**src/icache_pkg.sv**
```systemverilog
package icache_pkg;

  localparam int XLEN      = 32;
  localparam int IDX_LEN   = 7;
  localparam int BLK_LEN   = 6;
  localparam int TAG_LEN   = XLEN - IDX_LEN - BLK_LEN;  // 19
  localparam int NUM_SETS  = 128;
  localparam int NUM_BANKS = 4;
  localparam int BANK_W    = 128;
  localparam int LANES     = BANK_W / XLEN;            // words per bank row
  localparam int BEATS     = 16;
  localparam int CNT_LEN   = $clog2(BEATS);
  localparam int LINE_LEN  = XLEN - BLK_LEN;           // line address width

  // fetch address split into cache fields
  typedef struct packed {
    logic [TAG_LEN-1:0] tag;
    logic [IDX_LEN-1:0] index;
    logic [BLK_LEN-1:0] blk;
  } icache_addr_fields_t;

  typedef union packed {
    logic [XLEN-1:0]     raw;
    icache_addr_fields_t fields;
  } icache_addr_u;

  typedef struct packed {
    logic         valid;
    icache_addr_u addr;
  } fetch_req_t;

  typedef struct packed {
    logic            valid;
    logic [XLEN-1:0] data;
  } fetch_resp_t;

  typedef struct packed {
    logic                valid;
    logic [LINE_LEN-1:0] line;  // addr[31:6]
  } mem_req_t;

  typedef struct packed {
    logic            valid;
    logic [XLEN-1:0] data;
  } mem_beat_t;

  // active-low strobes, as on the SRAM macro
  typedef struct packed {
    logic               cen_n;
    logic               wen_n;
    logic [IDX_LEN-1:0] addr;
    logic [BANK_W-1:0]  bwen_n;
    logic [BANK_W-1:0]  wdata;
  } sram_port_t;

  typedef enum logic [2:0] {
    IDLE,
    LOOKUP,
    CHECK,
    MISS_REQ,
    REFILL,
    RESP
  } icache_state_e;

endpackage

```
**src/icache_burst_cnt.sv**
```systemverilog
`timescale 1ns/10ps

module icache_burst_cnt import icache_pkg::*; (
  input  logic               clk,
  input  logic               rst_i,
  input  logic               clear_i,
  input  logic               beat_i,
  output logic [CNT_LEN-1:0] count_o,
  output logic               last_o
);

  always_ff @(posedge clk) begin
    if (rst_i) begin
      count_o <= '0;
    end else if (clear_i) begin
      count_o <= '0;
    end else if (beat_i) begin
      count_o <= count_o + 1'b1;  // wraps after the last beat
    end
  end

  assign last_o = beat_i && (count_o == CNT_LEN'(BEATS - 1));

endmodule

```
**config.mk**
```make
export PLATFORM = sky130hd
export DESIGN_NAME = icache_burst_cnt
export DESIGN_NICKNAME = d
export VERILOG_FILES = /design/src/icache_pkg.sv /design/src/icache_burst_cnt.sv
export SDC_FILE = /design/constraint.sdc
export NUM_CORES = 1
export LEC_CHECK = 0
export ABC_AREA = 1
export BUFFER_PORTS_ARGS = -buffer_cell sky130_fd_sc_hd__clkbuf_2
export CELL_PAD_IN_SITES_DETAIL_PLACEMENT = 1
export CELL_PAD_IN_SITES_GLOBAL_PLACEMENT = 2
export CORE_AREA = 5 5 42 44
export CTS_CLUSTER_DIAMETER = 50
export DETAILED_ROUTE_END_ITERATION = 7
export DIE_AREA = 0 0 47 49
export PLACE_DENSITY_LB_ADDON = 0.1
export SKIP_LAST_GASP = 1
export SYNTH_ARGS = -nofsm -noshare
export SYNTH_HDL_FRONTEND = slang
export SYNTH_SLANG_ARGS = --single-unit
```
**constraint.sdc**
```tcl
create_clock -name clk -period 0.9 [get_ports clk]
set_input_delay 0.09 -clock clk [delete_from_list [all_inputs] [get_ports clk]]
set_output_delay 0.09 -clock clk [all_outputs]
set_load 0.005 [all_outputs]
```
==> flow_metrics.env <==
export IMPL_finalSetupTns_ps=-415
export IMPL_clock_sinks=4
export IMPL_max_flop_register="count_o"
export IMPL_die_x_um=47
export IMPL_clock_fmax_mhz=924
export IMPL_syn_nets=30
export IMPL_rsz0062_at_grt="yes"
export IMPL_pre_cts_ws_ps=-37.6
export IMPL_final_area_um2=319
export IMPL_ys_ff_latch=4
export IMPL_avgViaCountPerCell=3.93
export IMPL_start_util=0.128
export IMPL_worstPathArrival_ps=990
export IMPL_cts_buffers=3
export IMPL_synth_edf_count=0
export IMPL_cts_buffer_depth=2
export IMPL_tightestPinTransition_ps=299
export IMPL_synthToLayoutAreaGrowth_pct=78.3
export IMPL_finalHoldViolations=0
export IMPL_htreeDepth=1
export IMPL_n_antenna_cell=0
export IMPL_vias=224
export IMPL_worstPathMaxFanout=2
export IMPL_ioPinCount=9
export IMPL_outcome="finished, violations left"
export IMPL_ir_worst_vdd_v=0.000288
export IMPL_largest_register_ffs=4
export IMPL_cp_required_ps=810
export IMPL_place_congestion=0.647
export IMPL_clkTransAtPathRegs_ps=40
export IMPL_critPathLaunchType="register"
export IMPL_synth_most_common_cell="nor2_1"
export IMPL_cts_hold_buf=0
export IMPL_nNetsFinal=48
export IMPL_netlist_instances=25
export IMPL_whs_ps=148
export IMPL_p_leak_nw=0.142
export IMPL_maxSlewHeadroom=0.800
export IMPL_cts_tree="built"
export IMPL_grt_pass1_vias=227
export IMPL_port_buffers=8
export IMPL_die_h_um=49
export IMPL_top_layer="met4"
export IMPL_firstDrtPassIters=2
export IMPL_drv_slew=0
export IMPL_crit_type="reg -> out"
export IMPL_synth_yosys_seq_area_share=0.448
export IMPL_grt_max_degree=8
export IMPL_hold_class="in -> reg"
export IMPL_endpoint_kind="output port"
export IMPL_finalCriticalPeriod_ps=1080
export IMPL_setup_violations=3
export IMPL_drcViolationCount=0
export IMPL_placedInstanceArea_um2=255
export IMPL_async_reset_ff_frac=0
export IMPL_grt_pass1_wl_um=931
export IMPL_synth_area_leader_cell="dfxtp_1"
export IMPL_coreArea_um2=1400
export IMPL_grtUsageTotal=0.0612
export IMPL_rows=14
export IMPL_synth_area_top_cells="dfxtp_1, nor2_1, nand2_1"
export IMPL_syn_area_um2=179
export IMPL_synth_top_area_share=0.448
export IMPL_drtIter0Drc=6
export IMPL_final_period_utilization=1.20
export IMPL_synth_cell_types=10
export IMPL_clock_latency_ps=240
export IMPL_violations="negative setup slack"
export IMPL_synth_commonest_cells="nor2_1, dfxtp_1, nand2_1"
export IMPL_ant_nets=0
export IMPL_skew_ps=0.629
export IMPL_synth_flop_cell="dfxtp_1"
export IMPL_clk_root_buffer_cell="clkbuf_4"
export IMPL_globalRouteOverflowTotal=0
export IMPL_met1_length_um=245
export IMPL_drv_cap=0
export IMPL_drive_gt1_frac=0.537
export IMPL_wl_met2_um=220
export IMPL_die_area_um2=2300
export IMPL_met3_length_um=40
export IMPL_largest_registers="count_o x4"
export IMPL_avgSynthCellArea_um2=7.16
export IMPL_antenna_found_initial=0
export IMPL_cellPowerDensity_nw_per_um2=1440
export IMPL_totalWireLength_um=538
export IMPL_wl_per_cell_um=9.44
export IMPL_timing_final_ws_setup_ps=-182
export IMPL_yosysWarnings=0
[report_power, final]
group          internal [mW]  switching [mW]
clock                  0.149          0.0778
sequential             0.183         0.00410
combinational         0.0239          0.0219
[cell usage in the layout, fill, tap and decap left out]
master    Yosys  layout
nor2_1        7       7
nor2_2        1       1
a21oi_1       2       2
nand2_1       4       4
buf_4         0       5
o21ai_1       0       2
clkbuf_2      0       7
clkbuf_4      0       3
dfxtp_2       0       2
nand2_2       1       1
dfxtp_1       4       2
inv_1         2       2
ha_4          0       1
nand3_2       0       1
buf_2         0       1
[through the flow]
| step | power [mW] | cells | util |
|---|---|---|---|
| after global routing | 0.490 | 57 | 0.228 |
| after detailed placement | 0.226 | 51 | 0.182 |
| final | 0.460 | 57 | 0.228 |
| after floorplan | 0.203 | 25 | - |
| after global placement | 0.226 | 51 | 0.182 |
| after CTS | 0.481 | 57 | 0.228 |
[final timing paths]
check / from / end / slack, ps / cells past startpoint
setup / recovery: count_o[1] / last_o / -180 / 4
setup reg to reg: count_o[1] / count_o[2] / 0 / 5
hold / removal: beat_i / count_o[0] / 150 / 2
hold reg to reg: count_o[3] / count_o[3] / 520 / 2
[cell families (layout without fill, tap and decap cells)]
| family | Yosys count | count (layout) | synth area share |
|---|---|---|---|
| AND/OR/NAND/NOR | 14 | 14 | 0.329 |
| AO/OA/AOI/OAI | 4 | 4 | 0.112 |
| flip-flops | 4 | 4 | 0.448 |
| buffers and inverters | 2 | 18 | 0.0420 |
| adder cells (fa/ha/maj) | 1 | 1 | 0.0699 |
[metal layers]
metal,up-vias,track usage
li1,113,-
met1,98,0.0702
met2,8,0.0701
met3,5,0.0332
met4,0,0.0691
met5,-,0
[cell type report]
class / instances / area (um2)
Inverter: 2 / 7.51
Timing Repair Buffer: 13 / 77.6
Sequential cell: 4 / 82.6
Clock buffer: 3 / 22.5
Fill cell: 178 / 1080
Tap cell: 16 / 20.0
Multi-Input combinational cell: 19 / 109
[worst max-delay path, cell delays in order (launching register included)]
cell and delay, ps:
dfxtp_2 340, ha_4 140, nand3_2 80, nor2_1 90, buf_2 110
[timing repair]
| item | CTS | global route |
|---|---|---|
| pin swaps | 2 | 1 |
| resized for setup | 4 | 2 |
| setup buffers | 3 | 0 |
| setup endpoints to repair | 3 | 6 |
Power figures use the tool's default switching activity.
