<file path="src/icache_pkg.sv">
package icache_pkg;

  localparam int XLEN      = 32;
  localparam int IDX_LEN   = 7;
  localparam int BLK_LEN   = 6;
  localparam int TAG_LEN   = XLEN - IDX_LEN - BLK_LEN;  // 19
  localparam int NUM_SETS  = 128;
  localparam int NUM_BANKS = 4;
  localparam int BANK_W    = 128;
  localparam int LANES     = BANK_W / XLEN;            // words per bank row
  localparam int BEATS     = 16;
  localparam int CNT_LEN   = $clog2(BEATS);
  localparam int LINE_LEN  = XLEN - BLK_LEN;           // line address width

  // fetch address split into cache fields
  typedef struct packed {
    logic [TAG_LEN-1:0] tag;
    logic [IDX_LEN-1:0] index;
    logic [BLK_LEN-1:0] blk;
  } icache_addr_fields_t;

  typedef union packed {
    logic [XLEN-1:0]     raw;
    icache_addr_fields_t fields;
  } icache_addr_u;

  typedef struct packed {
    logic         valid;
    icache_addr_u addr;
  } fetch_req_t;

  typedef struct packed {
    logic            valid;
    logic [XLEN-1:0] data;
  } fetch_resp_t;

  typedef struct packed {
    logic                valid;
    logic [LINE_LEN-1:0] line;  // addr[31:6]
  } mem_req_t;

  typedef struct packed {
    logic            valid;
    logic [XLEN-1:0] data;
  } mem_beat_t;

  // active-low strobes, as on the SRAM macro
  typedef struct packed {
    logic               cen_n;
    logic               wen_n;
    logic [IDX_LEN-1:0] addr;
    logic [BANK_W-1:0]  bwen_n;
    logic [BANK_W-1:0]  wdata;
  } sram_port_t;

  typedef enum logic [2:0] {
    IDLE,
    LOOKUP,
    CHECK,
    MISS_REQ,
    REFILL,
    RESP
  } icache_state_e;

endpackage

</file>
<file path="src/icache_tag.sv">
`timescale 1ns/10ps

module icache_tag import icache_pkg::*; (
  input  logic         clk,
  input  logic         rst_i,
  input  icache_addr_u addr_i,
  input  logic         fill_i,
  output logic         hit_o
);

  logic [TAG_LEN-1:0]  tag_mem [NUM_SETS];
  logic [NUM_SETS-1:0] valid_q;
  logic [IDX_LEN-1:0]  idx;
  logic                tag_eq;

  assign idx    = addr_i.fields.index;
  assign tag_eq = (tag_mem[idx] == addr_i.fields.tag);

  always_ff @(posedge clk) begin
    if (rst_i) begin
      valid_q <= '0;
    end else if (fill_i) begin
      valid_q[idx] <= 1'b1;
    end
  end

  always_ff @(posedge clk) begin
    if (fill_i) begin
      tag_mem[idx] <= addr_i.fields.tag;
    end
  end

  // address is held by ctrl, so the value sampled at the end of
  // LOOKUP is what CHECK sees, same cycle as the bank data
  always_ff @(posedge clk) begin
    if (rst_i) begin
      hit_o <= 1'b0;
    end else begin
      hit_o <= valid_q[idx] && tag_eq;
    end
  end

endmodule

</file>
<file path="config.mk">
export PLATFORM = sky130hd
export DESIGN_NAME = icache_tag
export DESIGN_NICKNAME = d
export VERILOG_FILES = /design/src/icache_pkg.sv /design/src/icache_tag.sv
export SDC_FILE = /design/constraint.sdc
export NUM_CORES = 2
export LEC_CHECK = 0
export BUFFER_PORTS_ARGS = -buffer_cell sky130_fd_sc_hd__buf_2
export CELL_PAD_IN_SITES_DETAIL_PLACEMENT = 0
export CELL_PAD_IN_SITES_GLOBAL_PLACEMENT = 2
export CORE_MARGIN = 2
export CORE_UTILIZATION = 45
export DETAILED_ROUTE_END_ITERATION = 16
export PLACE_DENSITY = 0.79
export SKIP_CTS_REPAIR_TIMING = 1
export SYNTH_ARGS = -nofsm -noshare
export SYNTH_HDL_FRONTEND = slang
export SYNTH_SLANG_ARGS = --single-unit
</file>
<file path="constraint.sdc">
create_clock -name clk -period 5.33 [get_ports clk]
set_input_delay 0.7995 -clock clk [delete_from_list [all_inputs] [get_ports clk]]
set_output_delay 0.7995 -clock clk [all_outputs]
set_load 0.1 [all_outputs]
</file>
==> out/qor.yml <==
status:
  status: "completed"
layout:
  drive_above_1_share_pct: 24.8
  fin_nets: 5607
  area_growth_pct: 14.7
  fin_area_um2: 113000
timing:
  rsz0062_at_grt: "no"
  relSlewSlack_pct: 11.7
  finalClockSkew_ns: 0.0456
  tightest_slew_ns: 1.31
  period_share_pct: 79.9
  slew_violations: 0
  finalHoldViolations: 0
  fin_setup_tns_ns: 0
  setup_viol: 0
  max_freq_mhz: 235
  fin_crit_ns: 4.26
detailed_routing:
  first_pass_iters: 6
  drt.antenna.violating_nets: 0
  viasPerCell: 6.41
  drt_iter0_markers: 8179
  drc: 0
  wl_per_cell_um: 35.0
  via_count: 55400
  wirelength_mm: 303
placement:
  dp_hpwl_mm: 179
  place_congestion: 0.909
  dpl_cell_area_um2: 104000
  port_buffers: 29
worst_setup_path:
  worstSetupStartpointType: "input port"
  critical-path-max-stage-delay_ns: 0.78
  required_ns: 6.18
  endpoint: "hit_o"
  crit_path_frequent_cell: "buf_12"
  critPathCaptureType: "register"
  slowest_stage: "nor2_1"
  arrival_ns: 5.11
  worstRegToRegCells: 9
  r2r_slack_ns: 1.70
  r2r-start: "tag_mem[99][9]"
  startpoint: "addr_i[6]"
  regToRegEndpoint: "hit_o"
  path_cells: "buf_8, buf_12, buf_12, mux4_2, mux2i_1, o221ai_1, nor2_1, nor4_1, xnor2_1, o2111ai_1, or4_1, nor4_2"
  crit_path_max_fanout: 39
  crit_type: "input port to register"
cts:
  clkSinkCount: 2561
  cts_buffers: 282
  clkTransAtPathRegs_ns: 0.07
  root_buffer: "clkbuf_16"
  ctsLongestPathBuffers: 4
  clock_latency_ns: 0.93
  htree_levels: 5
  cts_tree: "built"
global_routing:
  antenna_found_initial: 15
  overflow: 0
  grtUsageTotal_pct: 26.8
  grt_max_degree: 97
  grt_pass1_vias: 52900
  grt_pass1_wl_mm: 419
pwr:
  peakVddDrop_mv: 0.340
  p_leak_nw: 36.0
  p_total_mw: 43.1
  power_density_nw_per_um2: 381
synth:
  async_flop_share_pct: 0
  ys_warn_count: 0
  synth_fp_nets: 5256
  syn_area_um2: 98500
  yosys_register_bits: 2561
  avgSynthCellArea_um2: 18.9
  synth-main-ff-cell: "edfxtp_1"
  netlist_instances: 5221
  synth.distinct_cells: 84
  synth_edf_count: 2432
  ys_seq_area_share_pct: 76.8
flow_run:
  drv_cap: 0
floorplan:
  io_pins: 36
  rows: 171
  fp.dieW_um: 472
  initial_core_util_pct: 45.3
  die_area_um2: 223000
  die_height_um: 472
  core_um2: 217000
worst_hold_path:
  hold_depth: 2
  hold_start: "rst_i"
  hp-class: "input port to register"
cell type report:
type	instances	area, µm²
fill	17000	104000
sequential	2561	75600
multi-input combinational	2318	21500
clock buffer	370	7690
tap	2854	3570
timing repair buffer	401	3540
clock inverter	114	981
inverter	8	43.8
antenna	8	20.0
layer usage:
metal / up-vias / routed length, µm / global-route usage (%)
li1: 22200 / - / -
met1: 29200 / 119000 / 37.7
met2: 3363 / 138000 / 40.6
met3: 591 / 33900 / 6.47
met4: 6 / 12000 / 10.3
met5: - / 37 / 0
per-stage QoR:
stage | setup WS (ns) | std cells | util [%] | hold slack (ns)
floorplan | 1.33 | 5221 | - | 0.435
detailed placement | 0.178 | 8142 | 47.9 | 0.453
global placement | 0.142 | 8142 | 47.9 | 0.444
finish | 1.07 | 8634 | 51.9 | 0.277
global route | 0.956 | 8627 | 51.9 | 0.262
CTS | 1.16 | 8626 | 51.9 | 0.250
how the worst min path moves through the flow:
stage,endpoint
floorplan,valid_q[107]
global placement,valid_q[35]
detailed placement,valid_q[107]
CTS,tag_mem[79][5]
global route,tag_mem[79][5]
finish,valid_q[89]
state kept, by name (all words and copies together), names as in the netlist:
register / count
hit_o: 1
tag_mem: 2432
valid_q: 128
Yosys cell counts (35+ instances only):
master / count / area, µm²
mux2i_1: 207 / 2070
nor2_1: 429 / 1610
a221o_1: 88 / 881
dfxtp_1: 129 / 2580
mux2_2: 190 / 2140
o21ai_0: 81 / 405
a21oi_1: 108 / 541
o22ai_1: 60 / 375
edfxtp_1: 2432 / 73000
mux4_2: 308 / 6940
buf_2: 97 / 485
buf_6: 37 / 417
clkbuf_1: 136 / 510
nand2_1: 138 / 518
a22oi_1: 201 / 1510
a221oi_1: 106 / 928
buf_4: 35 / 263
kinds of logic after synthesis:
family,synth area share [%]
simple gates,2.96
xor+xnor,0.151
mux,11.3
buf+inv,1.84
flops,76.8
compound gates,6.92
where the power goes:
group          total [mW]  internal [mW]  switching (mW)
clock                18.6           10.9            7.65
sequential           22.1           22.1          0.0182
combinational        2.38          0.722            1.65
total                43.1           33.7            9.32
cell usage in the layout (no fill, tap or decap), types with 12 or more instances in the layout:
cell	netlist	layout
a21oi_1	108	108
buf_12	0	41
nor2_1	429	301
o221ai_1	28	28
a41oi_1	27	27
nand4_1	14	14
o21ai_0	81	81
clkbuf_1	136	68
o22ai_1	60	60
mux4_2	308	308
o211ai_1	18	18
a211oi_1	16	16
nor3_1	18	14
edfxtp_1	2432	2432
a221o_1	88	88
a221oi_1	106	106
dfxtp_1	129	129
nand3_1	29	29
nand2_1	138	137
mux2_2	190	190
bufinv_16	0	17
a22oi_1	201	201
clkinv_1	1	54
o2bb2ai_1	16	16
nor2_2	1	126
mux2i_1	207	207
nor4_1	12	12
clkinv_2	0	34
a31oi_1	34	34
clkbuf_16	0	291
buf_4	35	351
worst max-delay path: cells and delay by family:
family,cells,cell delay [ns]
simple gates,4,1.77
compound gates,2,0.55
mux,2,0.81
xor+xnor,1,0.18
buf+inv,3,0.86
(Power assumes the default switching activity.)
