--- src/icache_pkg.sv ---
package icache_pkg;

  localparam int XLEN      = 32;
  localparam int IDX_LEN   = 7;
  localparam int BLK_LEN   = 6;
  localparam int TAG_LEN   = XLEN - IDX_LEN - BLK_LEN;  // 19
  localparam int NUM_SETS  = 128;
  localparam int NUM_BANKS = 4;
  localparam int BANK_W    = 128;
  localparam int LANES     = BANK_W / XLEN;            // words per bank row
  localparam int BEATS     = 16;
  localparam int CNT_LEN   = $clog2(BEATS);
  localparam int LINE_LEN  = XLEN - BLK_LEN;           // line address width

  // fetch address split into cache fields
  typedef struct packed {
    logic [TAG_LEN-1:0] tag;
    logic [IDX_LEN-1:0] index;
    logic [BLK_LEN-1:0] blk;
  } icache_addr_fields_t;

  typedef union packed {
    logic [XLEN-1:0]     raw;
    icache_addr_fields_t fields;
  } icache_addr_u;

  typedef struct packed {
    logic         valid;
    icache_addr_u addr;
  } fetch_req_t;

  typedef struct packed {
    logic            valid;
    logic [XLEN-1:0] data;
  } fetch_resp_t;

  typedef struct packed {
    logic                valid;
    logic [LINE_LEN-1:0] line;  // addr[31:6]
  } mem_req_t;

  typedef struct packed {
    logic            valid;
    logic [XLEN-1:0] data;
  } mem_beat_t;

  // active-low strobes, as on the SRAM macro
  typedef struct packed {
    logic               cen_n;
    logic               wen_n;
    logic [IDX_LEN-1:0] addr;
    logic [BANK_W-1:0]  bwen_n;
    logic [BANK_W-1:0]  wdata;
  } sram_port_t;

  typedef enum logic [2:0] {
    IDLE,
    LOOKUP,
    CHECK,
    MISS_REQ,
    REFILL,
    RESP
  } icache_state_e;

endpackage

--- src/icache_ctrl.sv ---
`timescale 1ns/10ps

module icache_ctrl import icache_pkg::*; (
  input  logic         clk,
  input  logic         rst_i,
  input  fetch_req_t   req_i,
  input  logic         hit_i,
  input  logic         beat_valid_i,
  input  logic         last_beat_i,
  output icache_addr_u addr_o,
  output logic         rd_en_o,
  output logic         refill_we_o,
  output logic         cnt_clear_o,
  output logic         fill_o,
  output mem_req_t     mem_req_o,
  output logic         resp_valid_o
);

  icache_state_e state_q;
  icache_state_e state_d;
  icache_addr_u  addr_q;
  logic          accept;

  assign accept = (state_q == IDLE) && req_i.valid;  // dropped in any other state

  always_ff @(posedge clk) begin
    if (rst_i) begin
      state_q <= IDLE;
    end else begin
      state_q <= state_d;
    end
  end

  always_ff @(posedge clk) begin
    if (accept) begin
      addr_q <= req_i.addr;
    end
  end

  always_comb begin
    state_d = state_q;
    case (state_q)
      IDLE: begin
        if (req_i.valid) begin
          state_d = LOOKUP;
        end
      end
      LOOKUP: begin
        state_d = CHECK;  // banks and tag read this cycle
      end
      CHECK: begin
        if (hit_i) begin
          state_d = RESP;
        end else begin
          state_d = MISS_REQ;
        end
      end
      MISS_REQ: begin
        state_d = REFILL;
      end
      REFILL: begin
        // line is complete, look it up again
        if (beat_valid_i && last_beat_i) begin
          state_d = LOOKUP;
        end
      end
      RESP: begin
        state_d = IDLE;
      end
      default: begin
        state_d = IDLE;
      end
    endcase
  end

  assign addr_o       = addr_q;
  assign rd_en_o      = (state_q == LOOKUP);
  assign refill_we_o  = (state_q == REFILL) && beat_valid_i;
  assign cnt_clear_o  = (state_q == MISS_REQ);
  assign fill_o       = refill_we_o && last_beat_i;
  assign resp_valid_o = (state_q == RESP);

  // line request, whole line from its base
  assign mem_req_o.valid = (state_q == MISS_REQ);
  assign mem_req_o.line  = {addr_q.fields.tag, addr_q.fields.index};

endmodule

--- config.mk ---
export PLATFORM = sky130hd
export DESIGN_NAME = icache_ctrl
export DESIGN_NICKNAME = d
export VERILOG_FILES = /design/src/icache_pkg.sv /design/src/icache_ctrl.sv
export SDC_FILE = /design/constraint.sdc
export NUM_CORES = 1
export LEC_CHECK = 0
export ABC_AREA = 1
export BUFFER_PORTS_ARGS = -buffer_cell sky130_fd_sc_hd__clkbuf_2
export CAP_MARGIN = 40
export CORE_UTILIZATION = 40
export DETAILED_ROUTE_END_ITERATION = 10
export GPL_TIMING_DRIVEN = 0
export PLACE_DENSITY = 0.8
export SLEW_MARGIN = 10
export SYNTH_ARGS = -nofsm -noshare
export SYNTH_HDL_FRONTEND = slang
export SYNTH_SLANG_ARGS = --single-unit
--- constraint.sdc ---
create_clock -name clk -period 4.2 [get_ports clk]
set_clock_uncertainty 0.2 [all_clocks]
set_input_delay 0.21 -clock clk [delete_from_list [all_inputs] [get_ports clk]]
set_output_delay 0.21 -clock clk [all_outputs]
set_load 0.01 [all_outputs]
==> impl_results.md <==
- CTS tree: done
- Logic pwr share: ~26%
- Final TNS setup: 0 ns
- Flop pwr share: between 50% and 60%
- Clock Power Share: 21.4%
- Minimum clock period: roughly 1.9 ns
- DR iter-0 viols: 34
- Crit end category: register
- Final hold vios: 0
- Setup CP Type: register to register
- Pleak: between 1 and 1.5 nW
- # H-tree levels: 2
- CP Launch Type: register
- Max VDD drop: roughly 0.21 mV
- First-pass GRT wire length: 4974 um
- Placed Cells incl. Taps: roughly 240
- Root Driver: clkbuf_4
- WL/cell: approximately 12 um
- Synth Instances: 91
- RePlAce Congestion: a little under 0.8
- Layout cells sized above 1: approximately three fifths
- Period utilization: around 46%
- Core area: about 3100 sq um
- Die width: 60.07 um
- Die area: roughly 3600 sq um
- Worst Tran Pin Value: approximately 0.85 ns
- Net Sw Frac: 27.18%
- Post-synth net total: between 100 and 150
- Initial antenna violation count: 0
- Commonest non-fill, non-tap cell in the layout: clkbuf_2
- Synth Warn #: 0
- Worst-path maximum fanout: 32
- Post-CTS setup buffers: 0
- Clock transition at path regs: roughly 0.09 ns
- Starting density of the core: ~43%
- Nets@finish: approximately 270
- Sw power: around 0.23 mW
- GR peak layer: met2
- Detail Placement HPWL: ~2100 um
- Final Setup Violations: 0
- Slew Limit Fails: 0
- Pin count of the biggest net entering global routing: 33
- Total Routing Usage GR: between 20% and 30%
- Startpoint of the worst register-to-register path: state_q[1]
- GRT met2 Usage: 40.79%
- Routing usage on met1: ~17%
- Post-route ant nets: 0
- RSZ-0062 raised after global routing: no
- Synth Area per Inst: 14.82 sq um
- Pre-CTS setup slack: ~2.3 ns
- Area Growth Syn to Fin: 72.54%
- Max_cap viols: 0
- Clk_lat worst skew: ~0.32 ns
- Cell Pwr Density: 369.7 nW/um^2
- Delay-heaviest family, CP: simple AND/OR/NAND/NOR gates
- Die Y: approximately 60 um
- DR DRC count: 0
- Distinct cell type count after synthesis: 12
- Worst setup path startpoint: state_q[1]
- Number of buffers added on ports: 101
- Mapped Area: about 1300 sq um
- Hold Crit Class: primary input to register
- Yosys reg bits: 35
- P_int: 0.6265 mW
- Cell Rows: 20
- Vias: 1192
- Overall Power: between 0.8 and 0.9 mW
- CP peak stage delay: between 0.6 and 0.7 ns
- Req. time, crit path: 3.96 ns
- Outcome: finished, final reports clean
- Num CTS Buffers: 5
- # IOs: a little over 100
- Wirelength, routed: 3458 um
- GRT met3 Usage: 7.143%
- Crit path buf inv count: 0
- Worst relative slew slack: 43.42%
- Total grt overflow: 0
- Critical hold path startpoint: hit_i
- Final worst slack: ~2.3 ns
- CP Cell Sequence: nor2_2, nand2_1, nor2_4
- Crit-path slowest cell: nor2_4
- Pre-antenna DRT Iters: 4
- Antenna Cells: 0
- Worst Path Arrival: roughly 1.7 ns
- Commonest cells after routing, fill and taps aside: clkbuf_2, dlygate4sd3_1, edfxtp_1
- Vias/cell: between 4 and 5
- Vias in the first global route: between 1000 and 1500
- # clock sinks: 35
- CTS max path bufs: 2
- Post-route insts no fill: 279
- Register area share after synthesis: 75.70%
- Peak Freq: between 500 and 600 MHz
[layer usage]
layer | up-vias | routed length [um]
met2 | 79 | 1990
met3 | 10 | 229
met1 | 535 | 1146
met5 | - | 0
li1 | 568 | -
met4 | 0 | 92
[cells by family (layout without fill, tap and decap cells)]
logic type             count (synthesis)  after routing  synth area share, %
AOI/OAI and AO/OA                      3              3                1.112
buffers and inverters                 35            179                17.25
DFF                                   35             35                75.70
and+or+nand+nor                       18             18                5.937
[per-stage QoR]
step | utilization (%) | instance area [sq um] | hold WS, ns
floorplan | - | 1349 | 0.07907
global placement | 61.04 | 1909 | 0.1869
detailed placement | 61.28 | 1917 | 0.1886
CTS | 74.40 | 2327 | 0.02330
global route | 74.40 | 2327 | 0.05610
finish | 74.40 | 2327 | 0.03987
[worst paths after layout]
check | to | slack [ns] | cells after the start
worst min register to register | state_q[0] | 0.44 | 3
worst max-delay path | addr_o[15] | 2.27 | 3
worst max register to register | addr_o[15] | 2.27 | 3
worst min-delay path | state_q[2] | 0.04 | 5
[state kept, by name, summed over array words and instances (netlist names)]
signal and count:
state_q 3, addr_o 32
[cell type report]
| cell class | instances | area, sq um |
|---|---|---|
| plain buffers | 27 | 202.7 |
| clock buffers | 7 | 55.05 |
| clock inverters | 1 | 5.005 |
| fillers | 193 | 800.8 |
| inverters | 8 | 30.03 |
| multi-input cells | 21 | 102.6 |
| flip-flops and latches | 35 | 1021 |
| well taps | 44 | 55.05 |
| repair buffers | 136 | 855.8 |
[repair_timing]
action	4_1_cts	5_1_grt
gates resized for setup	0	0
hold endpoints to repair	35	0
hold buffers	35	0
[cell usage after synthesis]
cell	number	area share [%]
inv_1	8	2.2
dfxtp_1	3	4.5
nor2_1	6	1.7
nand3b_1	1	0.56
o21ai_0	1	0.37
nand2_1	5	1.4
a21oi_1	1	0.37
o21ai_1	1	0.37
nor2_2	1	0.46
nand3_1	5	1.9
edfxtp_1	32	71
buf_4	27	15
[power groups by stage]
| stage | logic, mW | registers, mW | clock network (mW) |
|---|---|---|---|
| 3_3_place_gp | 0.186 | 0.462 | 0 |
| 6_report | 0.220 | 0.456 | 0.184 |
| 2_1_floorplan | 0.0860 | 0.478 | 0 |
| 3_5_place_dp | 0.191 | 0.462 | 0 |
| 5_1_grt | 0.242 | 0.461 | 0.205 |
| 4_1_cts | 0.219 | 0.454 | 0.188 |
[worst min-delay path, cell delays in order]
cell and delay, ns:
clkbuf_2 0.09, nand3_1 0.07, nand3_1 0.08, nand2_1 0.05
inv_1 0.04
No activity file was read; power rests on OpenSTA's default activity.
